### src/rtl/seg_geom_pkg.sv
// Image geometry, class count, pixel and score types, classifier weight and bias tables
package seg_geom_pkg;

    localparam int IMG_W       = 16;
    localparam int IMG_H       = 16;
    localparam int NUM_CH      = 3;
    localparam int NUM_PIX     = IMG_W * IMG_H;
    localparam int NUM_BYTES   = NUM_PIX * NUM_CH;
    localparam int NUM_CLASSES = 4;

    typedef logic [7:0]         pix_idx_t;
    typedef logic [9:0]         byte_idx_t;
    typedef logic [1:0]         label_t;
    typedef logic [7:0]         pixel_t;
    typedef logic signed [7:0]  weight_t;
    typedef logic signed [19:0] score_t;
    typedef score_t [NUM_CLASSES-1:0] score_vec_t;

    // Frame layout is byte 3p+k = channel k of pixel p
    // Score of class c is CLASS_BIAS[c] + sum over k of CLASS_WEIGHTS[c][k] * channel k
    // Largest score wins, lower class index on a tie

    // One row per class, channels in R, G, B order
    localparam weight_t CLASS_WEIGHTS [NUM_CLASSES][NUM_CH] = '{
        '{ 8'sd3, -8'sd1, -8'sd1},
        '{-8'sd1,  8'sd3, -8'sd1},
        '{-8'sd1, -8'sd1,  8'sd3},
        '{ 8'sd1,  8'sd1,  8'sd1}
    };

    // Class 3 is the bright or white class, it needs a clear margin
    localparam logic signed [15:0] CLASS_BIAS [NUM_CLASSES] = '{
        16'sd0,
        16'sd0,
        16'sd0,
        -16'sd200
    };

endpackage
### src/rtl/score_if.sv
// Interface carrying per-pixel class scores from the scorer to the argmax stage
`timescale 1ns/1ns

interface score_if;

    // One result per valid cycle, no ready since the picker takes one every cycle
    logic                     valid;
    seg_geom_pkg::pix_idx_t   pix;
    seg_geom_pkg::score_vec_t scores;
    // Marks the final pixel of the frame
    logic                     last;

    modport scorer (
        output valid,
        output pix,
        output scores,
        output last
    );

    modport picker (
        input valid,
        input pix,
        input scores,
        input last
    );

endinterface

### src/rtl/class_scorer.sv
// Per-pixel linear class scorer with one multiply-accumulate per class
`timescale 1ns/1ns

module class_scorer (
    input  logic                    clk,
    input  logic                    rst,
    input  logic                    class_start,
    output seg_geom_pkg::byte_idx_t rd_addr,
    input  seg_geom_pkg::pixel_t    rd_data,
    score_if.scorer                 sif
);

    logic                   busy;
    logic [1:0]             rd_ch;
    seg_geom_pkg::pix_idx_t rd_pix;
    logic                   d_act;
    logic [1:0]             d_ch;
    seg_geom_pkg::pix_idx_t d_pix;
    seg_geom_pkg::score_t   acc  [seg_geom_pkg::NUM_CLASSES];
    seg_geom_pkg::score_t   prod [seg_geom_pkg::NUM_CLASSES];

    // Read address walks all input bytes, one per cycle, no gap between pixels
    always_ff @(posedge clk or posedge rst) begin
        if (rst) begin
            busy    <= 1'b0;
            rd_addr <= '0;
            rd_ch   <= '0;
            rd_pix  <= '0;
        end else if (class_start) begin
            busy    <= 1'b1;
            rd_addr <= '0;
            rd_ch   <= '0;
            rd_pix  <= '0;
        end else if (busy) begin
            rd_addr <= rd_addr + 1'b1;
            if (rd_addr == seg_geom_pkg::byte_idx_t'(seg_geom_pkg::NUM_BYTES - 1)) begin
                busy <= 1'b0;
            end
            if (rd_ch == 2'(seg_geom_pkg::NUM_CH - 1)) begin
                rd_ch  <= '0;
                rd_pix <= rd_pix + 1'b1;
            end else begin
                rd_ch <= rd_ch + 1'b1;
            end
        end
    end

    // Tags follow the RAM read latency
    always_ff @(posedge clk or posedge rst) begin
        if (rst) begin
            d_act     <= 1'b0;
            d_ch      <= '0;
            d_pix     <= '0;
            sif.valid <= 1'b0;
            sif.last  <= 1'b0;
        end else begin
            d_act     <= busy;
            d_ch      <= rd_ch;
            d_pix     <= rd_pix;
            sif.valid <= d_act && (d_ch == 2'(seg_geom_pkg::NUM_CH - 1));
            sif.last  <= d_act && (d_ch == 2'(seg_geom_pkg::NUM_CH - 1))
                         && (d_pix == seg_geom_pkg::pix_idx_t'(seg_geom_pkg::NUM_PIX - 1));
        end
    end

    // Signed weight times unsigned channel byte
    always_comb begin
        for (int c = 0; c < seg_geom_pkg::NUM_CLASSES; c++) begin
            prod[c] = seg_geom_pkg::score_t'(seg_geom_pkg::CLASS_WEIGHTS[c][d_ch])
                      * seg_geom_pkg::score_t'({1'b0, rd_data});
        end
    end

    // First channel seeds with the bias, last one lands in the result register
    always_ff @(posedge clk) begin
        if (d_act) begin
            for (int c = 0; c < seg_geom_pkg::NUM_CLASSES; c++) begin
                if (d_ch == 2'd0) begin
                    acc[c] <= seg_geom_pkg::score_t'(seg_geom_pkg::CLASS_BIAS[c]) + prod[c];
                end else if (d_ch == 2'(seg_geom_pkg::NUM_CH - 1)) begin
                    sif.scores[c] <= acc[c] + prod[c];
                end else begin
                    acc[c] <= acc[c] + prod[c];
                end
            end
            sif.pix <= d_pix;
        end
    end

endmodule

### src/flat_wrapper.sv
// flat-port wrapper written by rule: the top's interface ports become plain ports
module class_scorer_flat 
  (clk, rst, class_start, rd_addr, rd_data, sif_valid, sif_pix, sif_scores, sif_last);
  score_if sif_i ();
  input  logic clk;
  input  logic rst;
  input  logic class_start;
  output seg_geom_pkg::byte_idx_t rd_addr;
  input  seg_geom_pkg::pixel_t rd_data;
  output wire logic [$bits(sif_i.valid)-1:0] sif_valid;
  output wire logic [$bits(sif_i.pix)-1:0] sif_pix;
  output wire logic [$bits(sif_i.scores)-1:0] sif_scores;
  output wire logic [$bits(sif_i.last)-1:0] sif_last;
  assign sif_valid = sif_i.valid;
  assign sif_pix = sif_i.pix;
  assign sif_scores = sif_i.scores;
  assign sif_last = sif_i.last;
  class_scorer u_core (.clk(clk), .rst(rst), .class_start(class_start), .rd_addr(rd_addr), .rd_data(rd_data), .sif(sif_i));
endmodule
### config.mk
export PLATFORM = sky130hd
export DESIGN_NAME = class_scorer_flat
export DESIGN_NICKNAME = d
export VERILOG_FILES = /design/src/rtl/seg_geom_pkg.sv /design/src/rtl/score_if.sv /design/src/rtl/class_scorer.sv /design/src/flat_wrapper.sv
export SDC_FILE = /design/constraint.sdc
export NUM_CORES = 1
export LEC_CHECK = 0
export BUFFER_PORTS_ARGS = -buffer_cell sky130_fd_sc_hd__buf_2
export CAP_MARGIN = 20
export CORE_MARGIN = 3
export CORE_UTILIZATION = 55
export CTS_BUF_LIST = sky130_fd_sc_hd__clkbuf_8
export DETAILED_ROUTE_END_ITERATION = 6
export PLACE_DENSITY = 0.8
export SLEW_MARGIN = 20
export SYNTH_ARGS = -nofsm -noshare
export SYNTH_HDL_FRONTEND = slang
export SYNTH_SLANG_ARGS = --single-unit
export TNS_END_PERCENT = 100
### constraint.sdc
create_clock -name clk -period 14.4 [get_ports clk]
set_clock_uncertainty 0.1 [all_clocks]
set_input_delay 1.44 -clock clk [delete_from_list [all_inputs] [get_ports clk]]
set_output_delay 1.44 -clock clk [all_outputs]
set_load 0.005 [all_outputs]
# After elaboration in Yosys (flattened, before gate mapping)
# Memory sizes are Yosys's and may differ from the RTL's.
# Cells that the tools add are included.
totals:
  register_bits: 122
  ram_bits: 80
  input_bits: 11
  wordCells: 79
  n_memories: 1
mem_list:
  columns: ["memory", "depth", "word_bits", "rd", "rd_ports_with_merged_regs", "write_ports", "line", "text"]
  rows:
  - ["u_core.acc", 4, 20, 4, 0, 4, "class_scorer.sv:19", "seg_geom_pkg::score_t acc [seg_geom_pkg::NUM_CLASSES];"]
op_classes:
  add_sub_neg: 8
  n_mul: 4
  n_lt_le_gt_ge: 1
  eq_ne: 4
  mux: 34
  n_bitwise: 6
  n_reduce_logical: 7
ops:
  columns: ["op", "n"]
  rows:
  - ["2-to-1 mux 8 bit", 11]
  - ["adder 20 bit", 4]
  - ["2-to-1 mux 20 bit", 4]
  - ["multiplier 8 x 9 -> 17 bit", 4]
  - ["binary-select mux 8 bit (select 2 bit)", 4]
  - ["adder 9 x 20 -> 20 bit, first input constant", 1]
  - ["2-to-1 mux 10 bit", 2]
  - ["adder 10 x 1 -> 10 bit, second input constant", 1]
  - ["equality test 10 bit, second input constant", 1]
  - ["2-to-1 mux 1 bit", 10]
  - ["adder 8 x 1 -> 8 bit, second input constant", 1]
  - ["equality test 8 bit, second input constant", 1]
  - ["2-to-1 mux 2 bit", 3]
  - ["equality test 2 bit, second input constant", 2]
  - ["bitwise OR 1 bit", 4]
  - ["nonzero test 2 bit", 2]
  - ["greater-or-equal comparator 3 bit, second input constant", 1]
  - ["NOT 2 -> 3 bit", 1]
  - ["AND reduction 3 bit", 1]
  - ["adder 2 x 1 -> 2 bit, second input constant", 1]
  - ["logical AND 1 bit", 2]
  - ["logical NOT 2 bit", 1]
  - ["AND reduction 2 bit", 1]
  - ["NOT 1 bit", 1]

# Depth between registers and ports, before layout
# Gate-level depths: netlist (run 1).
depth:
  word_depth: 7
  mapped_depth: 31
  depth_no_buf: 30

# Worst setup path after synthesis (run 1)
# No wires, ideal clock.
synth_timing:
  path_kind: "input to register"
  from: "input port rd_data[4]"
  to: "memory u_core.acc[2][19] in the netlist's numbering (data pin)"
  setup_time_ns: 0.276
  arrival_ns: 7.066
  required_time_ns: 14.024
  setup_slack_ns: 6.958
  cell_stages: 26
  n_path_buf: 1
  cell_sequence: "clkbuf_1 > nand2_1 > inv_1 > fa_1 > inv_1 > fa_1 > inv_1 > fa_1 > inv_1 > fa_1 > inv_1 > ha_1 > o21ai_0 > a211oi_1 > o31ai_1 > o21bai_1 > a21oi_1 > xnor2_1 > ha_1 > a21o_1 > a21o_1 > a21oi_1 > mux2i_1 > o21ai_0 > nor4_1 > xor2_1"
synth_lines:
  columns: ["element", "line", "text"]
  rows:
  - ["start: declaration", "flat_wrapper.sv:9", "input seg_geom_pkg::pixel_t rd_data;"]
  - ["end: declaration", "class_scorer.sv:19", null]

==> run metrics, run 1 <==
layout cell share with drive strength beyond 1=12.7%; register area=5900 um2; footprint of the multi-input gates=9620 um2; Clock Path Buffers=3; sequential fraction of the synthesis area=35.7%; hold path endpoint=u_core.d_pix[7]$_DFF_PP0_; HP Start=u_core.rd_pix[7]$_DFFE_PP0P_; aggregate routed wire length=34300 um; CTS H-tree depth=2; Crit path arrival time=8050 ps; required time worst endpoint=14530 ps; Relative slew margins=39.7%; post-CTS setup repair buffer count=0; Syn Nets=1917; setup TNS=0 ps; Setup Crit Path Kind=register to register; pre-CTS WS=6170 ps; commonest non-fill, non-tap cell in the layout=inv_1; setup violators final=0; Final Cycle Share=54.9%; DRT antenna net count=0; pin count of the biggest net entering global routing=65; total track usage=22.1%; Via Count=11751; Ports=111; synthesized area=16500 um2; Hold-fix buffers, CTS=0; reg2reg setup slack=6490 ps; Top FF cell, synth=edfxtp_1; ant diodes=0; FF-to-FF End=u_core.acc[0][19]$_DFFE_PP_; Synth Area per Inst=10.3 um2; yosys warns=0; min-delay worst type=register to register; Fin. Hold Viols=0; post_cts resized=0; Die Area=32200 um2; Reg2Reg Launch Point=u_core.d_ch[1]$_DFF_PP0_; Pre-antenna DRT Iters=6; Synth Register Bits=202; commonest cells after routing, fill and taps aside=inv_1, ha_1, edfxtp_1, nand2_1, nor2_1; via/cell ratio=5.50; Final Max Slew Viols=0; asr flop ratio synth=16.8%; vias in the first global route=12066; # Max-Cap Violations=0; Initial DRC Count=866; final RePlAce weighted congestion=0.895; fill count=2373; Mapped Cells=1608; core area=29200 um2; final net count=2037; Setup crit end kind=register; die height=179 um; Worst Tran Pin Value=898 ps; CTS sink count=202; hpwl dp=25700 um; drt wl/cell=16.0 um; area grow syn2layout=10.0%; placed cells=2074; CTS clk-pin slew, worst paths=60 ps; die width=179 um; CTS Buf Count=36; RSZ-0062 raised after global routing=no; fmax=126 MHz; Rows=62; Non-Filler Instances=2138; GR Overflow Total=0; Hold Path Depth=0; Initial Utilization=56.6%; Slowest cell on crit path=xnor2_1; FF-to-FF path depth=28; Buffers on Ports=110; Distinct cells, synth=65; status=finished, final reports clean; final setup margin=6490 ps; crit-path max cell delay=740 ps; Residual DRC=0; Root Buffer=clkbuf_8; clk_lat worst skew=540 ps; number of enable flip-flop cells after synthesis=168; TritonCTS clock tree=done; Tmin final=7910 ps; Setup crit start kind=register; first-pass GRT wire length=57400 um; initial antenna violation count=1; crit-path max FO=15
-- logic make-up (layout without fill, tap and decap cells) --
logic type / Yosys count / count (layout) / share of synthesized area (%)
buffers and inverters: 271 / 417 / 6.17
muxes: 22 / 22 / 1.47
DFF: 202 / 202 / 35.7
and+or+nand+nor: 393 / 393 / 10.8
AOI/OAI and AO/OA: 291 / 291 / 11.8
adders and majority gates: 299 / 299 / 27.2
xor gates and xnor gates: 130 / 130 / 6.89
-- per-layer routing --
layer | up-vias | GRT usage [%] | wire [um]
li1 | 5701 | - | -
met1 | 5632 | 28.6 | 14300
met2 | 350 | 37.7 | 16900
met3 | 66 | 4.13 | 2360
met4 | 2 | 6.96 | 784
met5 | - | 0 | 13
-- flip-flops by register name, indices dropped and copies added, names as in the netlist --
register and count:
u_core.d_pix 8, u_core.sif.pix 8, u_core.d_act 1, u_core.sif.scores 80
u_core.d_ch 2, u_core.acc 80, u_core.rd_addr 10, u_core.sif.valid 1
u_core.busy 1, u_core.sif.last 1, u_core.rd_pix 8, u_core.rd_ch 2
-- worst max-delay path: cells and delay by family, from the launching register on --
family	cells	cell delay (ps)
flops	1	670
simple gates	5	450
compound gates	9	1330
buf+inv	4	850
fa+ha+maj	7	3020
xor+xnor	3	1160
-- worst max path at each step --
stage	from	endpoint	cells after the start
after detailed placement	rd_data[3]	u_core.acc[2][19]$_DFFE_PP_	26
after CTS	u_core.d_ch[1]$_DFF_PP0_	u_core.acc[0][19]$_DFFE_PP_	28
after floorplan	rd_data[4]	u_core.acc[2][19]$_DFFE_PP_	26
final	u_core.d_ch[1]$_DFF_PP0_	u_core.acc[0][19]$_DFFE_PP_	28
after global placement	rd_data[3]	u_core.acc[2][19]$_DFFE_PP_	26
after global routing	u_core.d_ch[1]$_DFF_PP0_	u_core.acc[0][19]$_DFFE_PP_	27
-- area by class of cell --
class | count | area share [%]
Clock buffer | 36 | 2.73
Clock inverter | 28 | 1.10
Inverter | 237 | 4.90
Multi-Input combinational cell | 1135 | 52.9
Sequential cell | 202 | 32.4
Tap cell | 384 | 2.64
Timing Repair Buffer | 116 | 3.28
-- synth_stat cells, drive strengths merged (12+ instances only) --
cell	count	area [um2]
inv	237	890
ha	198	2480
edfxtp	168	5040
nand2	138	518
nor2	123	462
fa	100	2000
a21oi	91	463
xnor2	86	753
o21ai	56	284
xor2	44	385
a21o	40	300
dfrtp	34	851
clkbuf	29	110
nor2b	24	150
nand2b	22	138
mux2	18	203
and3	17	106
nand4	14	87.6
o21a	14	105
nand3	12	60.1
-- per-stage QoR --
stage	hold WS (ps)	cell area [um2]	utilization (%)
after floorplan	249	16500	-
after global placement	286	17500	59.9
after detailed placement	283	17500	59.9
after CTS	307	18200	62.3
after global routing	311	18200	62.3
final	309	18200	62.3
Power of run 1 is left out: the tool's default activity adds up to more than one toggle a clock period on the data nets, which glitch-free logic cannot reach.
==> inputs of run 2 (changes only) <==
==> constraint.sdc (replaced) <==
create_clock -name clk -period 7.4 [get_ports clk]
set_clock_uncertainty 0.1 [all_clocks]
set_input_delay 0.74 -clock clk [delete_from_list [all_inputs] [get_ports clk]]
set_output_delay 0.74 -clock clk [all_outputs]
set_load 0.005 [all_outputs]
==> run 2 against run 1 <==
Effect of this change:
- largest cell class unchanged
- critical endpoint is now u_core.acc[2][19]$_DFFE_PP_
- cell area rose by 0.61%
- maximum frequency is 14% higher
- final cell count up 0.37%
==> run metrics, run 2 (same netlist as run 1, synthesis figures left out) <==
fmax=144 MHz; WL met3=2200 um; GR Overflow Total=0; met1 wire length=14700 um; top layer used by detailed routing=met5; crit-path max cell delay=520 ps; RSZ-0062 raised after global routing=no; register area=5900 um2; ant diodes=0; Initial DRC Count=829; core area=29200 um2; Crit path arrival time=7110 ps; required time worst endpoint=7570 ps; die width=179 um; status=finished, final reports clean; Clock Path Buffers=3; Hold Slack=182 ps; Setup crit start kind=register; # Max-Cap Violations=0; Final Cycle Share=93.9%; min-delay worst type=input pin to async pin; Fin. Hold Viols=0; Residual DRC=0; Setup crit end kind=register; setup violators final=0; placed cells=2082; DRT antenna net count=0; final RePlAce weighted congestion=0.888; initial antenna violation count=1; clk_lat worst skew=560 ps; largest registers=u_core.acc (80), u_core.sif.scores (80), u_core.rd_addr (10); total track usage=21.9%; Buffers on Ports=110; via/cell ratio=5.50; Pre-antenna DRT Iters=5; CTS clk-pin slew, worst paths=60 ps; Slowest cell on crit path=fa_1; setup TNS=0 ps; CTS sink count=202; pin count of the biggest net entering global routing=65; commonest non-fill, non-tap cell in the layout=inv_1; commonest cells after routing, fill and taps aside=inv_1, ha_1, edfxtp_1, nand2_1, nor2_1; crit-path max FO=13; Worst Tran Pin Value=806 ps; Ports=111; Relative slew margins=46.3%; crit-path most repeated cell=inv_1; vias in the first global route=12022; die height=179 um; layout cell share with drive strength beyond 1=13.6%; Final Max Slew Viols=0; fill count=2393; footprint of the multi-input gates=9640 um2; Root Buffer=clkbuf_8; drt wl/cell=15.9 um; CTS H-tree depth=2; Tmin final=6950 ps; hpwl dp=25700 um; WL met2=16500 um; Initial Utilization=56.6%; Via Count=11795; final net count=2046; CTS Buf Count=36; area grow syn2layout=10.7%; TritonCTS clock tree=done; Rows=62; aggregate routed wire length=34200 um; Setup Crit Path Kind=register to register; Die Area=32200 um2; first-pass GRT wire length=57200 um; Non-Filler Instances=2146
[run 2: worst paths after layout]
| kind | slack [ps] | startpoint | cells past startpoint | to |
|---|---|---|---|---|
| min | 180 | rst | 3 | u_core.rd_pix[7]$_DFFE_PP0P_ |
| min in group clk | 300 | u_core.rd_pix[7]$_DFFE_PP0P_ | 0 | u_core.d_pix[7]$_DFF_PP0_ |
| max | 450 | u_core.d_ch[1]$_DFF_PP0_ | 27 | u_core.acc[2][19]$_DFFE_PP_ |
| max reg2reg | 450 | u_core.d_ch[1]$_DFF_PP0_ | 27 | u_core.acc[2][19]$_DFFE_PP_ |
| min reg2reg | 300 | u_core.rd_pix[7]$_DFFE_PP0P_ | 0 | u_core.d_pix[7]$_DFF_PP0_ |
| max in group asynchronous | 6720 | rst | 3 | u_core.rd_addr[2]$_DFFE_PP0P_ |
[run 2: per-stage QoR]
stage	setup WS (ps)	util (%)	area [um2]
floorplan	58.3	-	16500
detailed placement	90.7	60.1	17500
CTS	240	62.6	18300
finish	454	62.7	18300
global placement	319	60.1	17500
global route	14.0	62.7	18300
[run 2: final cells by class]
cell class              count  share of cell area, %
inverters                 237                   4.89
flip-flops and latches    202                   32.2
repair buffers            125                   3.63
clock buffers              37                   2.78
well taps                 384                   2.63
clock inverters            26                   1.10
multi-input cells        1135                   52.7
[run 2: metal layers]
metal / up-vias / track usage, %
li1: 5729 / -
met4: 2 / 6.25
met1: 5667 / 28.4
met3: 67 / 4.36
met5: - / 0
met2: 330 / 37.5
[run 2: timing repair]
| item | in CTS | in global routing |
|---|---|---|
| hold buffers | 0 | 0 |
| endpoints found under the setup margin | 0 | 13 |
| gates resized for setup | 0 | 6 |
| buffers inserted | 0 | 1 |
[run 2: critical path, delay by kind of cell, from the launching register on]
family	cells	cell delay, ps
xor+xnor	2	310
compound gates	9	1660
flops	1	380
simple gates	2	580
fa+ha+maj	7	2740
buf+inv	6	680
mux	1	210
Power of run 2 is left out for the same reason.
==> inputs of run 3 (changes only) <==
--- a/config.mk
+++ b/config.mk
@@ -11,7 +11,7 @@
 export CORE_UTILIZATION = 55
 export CTS_BUF_LIST = sky130_fd_sc_hd__clkbuf_8
 export DETAILED_ROUTE_END_ITERATION = 6
-export PLACE_DENSITY = 0.8
+export PLACE_DENSITY = 0.74
 export SLEW_MARGIN = 20
 export SYNTH_ARGS = -nofsm -noshare
 export SYNTH_HDL_FRONTEND = slang
==> run 3 against run 2 <==
Effect of this change:
- core utilization grew 0.069 points
- maximum frequency grew 2.9%
- worst setup slack gained 190 ps
- register-to-register slack gained 190 ps
==> run metrics, run 3 (same netlist as run 1, synthesis figures left out) <==
DRT antenna net count=0; Tmin final=6750 ps; setup TNS=0 ps; layout cell share with drive strength beyond 1=13.5%; commonest cells after routing, fill and taps aside=inv_1, ha_1, edfxtp_1, nand2_1, nor2_1; initial antenna violation count=2; fill count=2452; first-pass GRT wire length=57200 um; register area=5900 um2; aggregate routed wire length=33700 um; CTS H-tree depth=2; # Max-Cap Violations=0; commonest non-fill, non-tap cell in the layout=inv_1; crit-path most repeated cell=inv_1; clk_lat worst skew=540 ps; status=finished, final reports clean; Relative slew margins=43.5%; Initial Utilization=56.6%; drt wl/cell=15.7 um; reg2reg setup slack=650 ps; via/cell ratio=5.46; area grow syn2layout=10.8%; die width=179 um; Rows=62; final RePlAce weighted congestion=0.908; setup violators final=0; Die Area=32200 um2; Via Count=11745; pin count of the biggest net entering global routing=63; required time worst endpoint=7590 ps; vias in the first global route=11897; Slowest cell on crit path=fa_1; Root Buffer=clkbuf_8; CTS clk-pin slew, worst paths=60 ps; min-delay worst type=input pin to async pin; Residual DRC=0; CTS Buf Count=37; Hold-fix buffers, CTS=0; RSZ-0062 raised after global routing=no; Fin. Hold Viols=0; footprint of the multi-input gates=9640 um2; TritonCTS clock tree=done; delay-heaviest family, CP=adder cells; Setup Crit Path Kind=register to register; Final Max Slew Viols=0; Pre-antenna DRT Iters=6; core area=29200 um2; Initial DRC Count=645; crit-path max cell delay=540 ps; Clock Path Buffers=3; Ports=111; Worst Tran Pin Value=847 ps; Crit path arrival time=6950 ps; total track usage=22.0%; Buffers & Inverters on Critical Path=6; die height=179 um; largest registers=u_core.acc (80), u_core.sif.scores (80), u_core.rd_addr (10); Buffers on Ports=110; final net count=2048; fmax=148 MHz; crit-path max FO=13; Setup crit start kind=register; CTS sink count=202; hpwl dp=25200 um; Setup crit end kind=register; Final Cycle Share=91.2%; GR Overflow Total=0
[run 3: worst register-to-register path, delay by kind of cell (launching register included)]
family	cells	cell delay (ps)
adders and majority gates	7	2590
buffers and inverters	6	780
muxes	1	280
and+or+nand+nor	4	650
xor gates and xnor gates	2	560
DFF	1	370
AOI/OAI and AO/OA	6	1180
[run 3: per-layer routing]
metal	vias to the layer above	part of all wire, %	GRT usage, %
met5	-	0.024	0
met4	2	2.3	5.93
li1	5726	-	-
met1	5683	45	29.4
met2	269	47	37.1
met3	65	5.1	3.83
[run 3: final cells by class]
cell class	instances	share of cell area, %
clock inverters	25	0.902
repair buffers	126	3.66
flip-flops and latches	202	32.2
diodes	1	0.0137
well taps	384	2.62
inverters	237	4.87
clock buffers	41	3.08
multi-input cells	1135	52.6
[run 3: repair_timing]
item,in CTS,in global routing
resized for setup,0,6
buffers inserted,0,0
hold endpoints to repair,0,0
endpoints found under the setup margin,0,5
[run 3: worst paths after layout]
kind,from,end,depth (start not counted)
max reg2reg,u_core.d_ch[1]$_DFF_PP0_,u_core.acc[1][19]$_DFFE_PP_,26
min in group clk,u_core.rd_pix[7]$_DFFE_PP0P_,u_core.d_pix[7]$_DFF_PP0_,0
max in group asynchronous,rst,u_core.rd_ch[1]$_DFFE_PP0P_,3
min,rst,u_core.rd_pix[6]$_DFFE_PP0P_,3
max,u_core.d_ch[1]$_DFF_PP0_,u_core.acc[1][19]$_DFFE_PP_,26
min reg2reg,u_core.rd_pix[7]$_DFFE_PP0P_,u_core.d_pix[7]$_DFF_PP0_,0
[run 3: stage by stage]
step / instance area [um2] / util (%) / cells / setup slack [ps] / hold slack [ps]
2_1_floorplan: 16500 / - / 1608 / 58.3 / 249
3_3_place_gp: 17600 / 60.2 / 2084 / 382 / 272
3_5_place_dp: 17600 / 60.2 / 2084 / 218 / 289
4_1_cts: 18300 / 62.7 / 2150 / 478 / 175
5_1_grt: 18300 / 62.8 / 2151 / 70.8 / 208
6_report: 18300 / 62.8 / 2151 / 648 / 196
Power of run 3 is left out for the same reason.
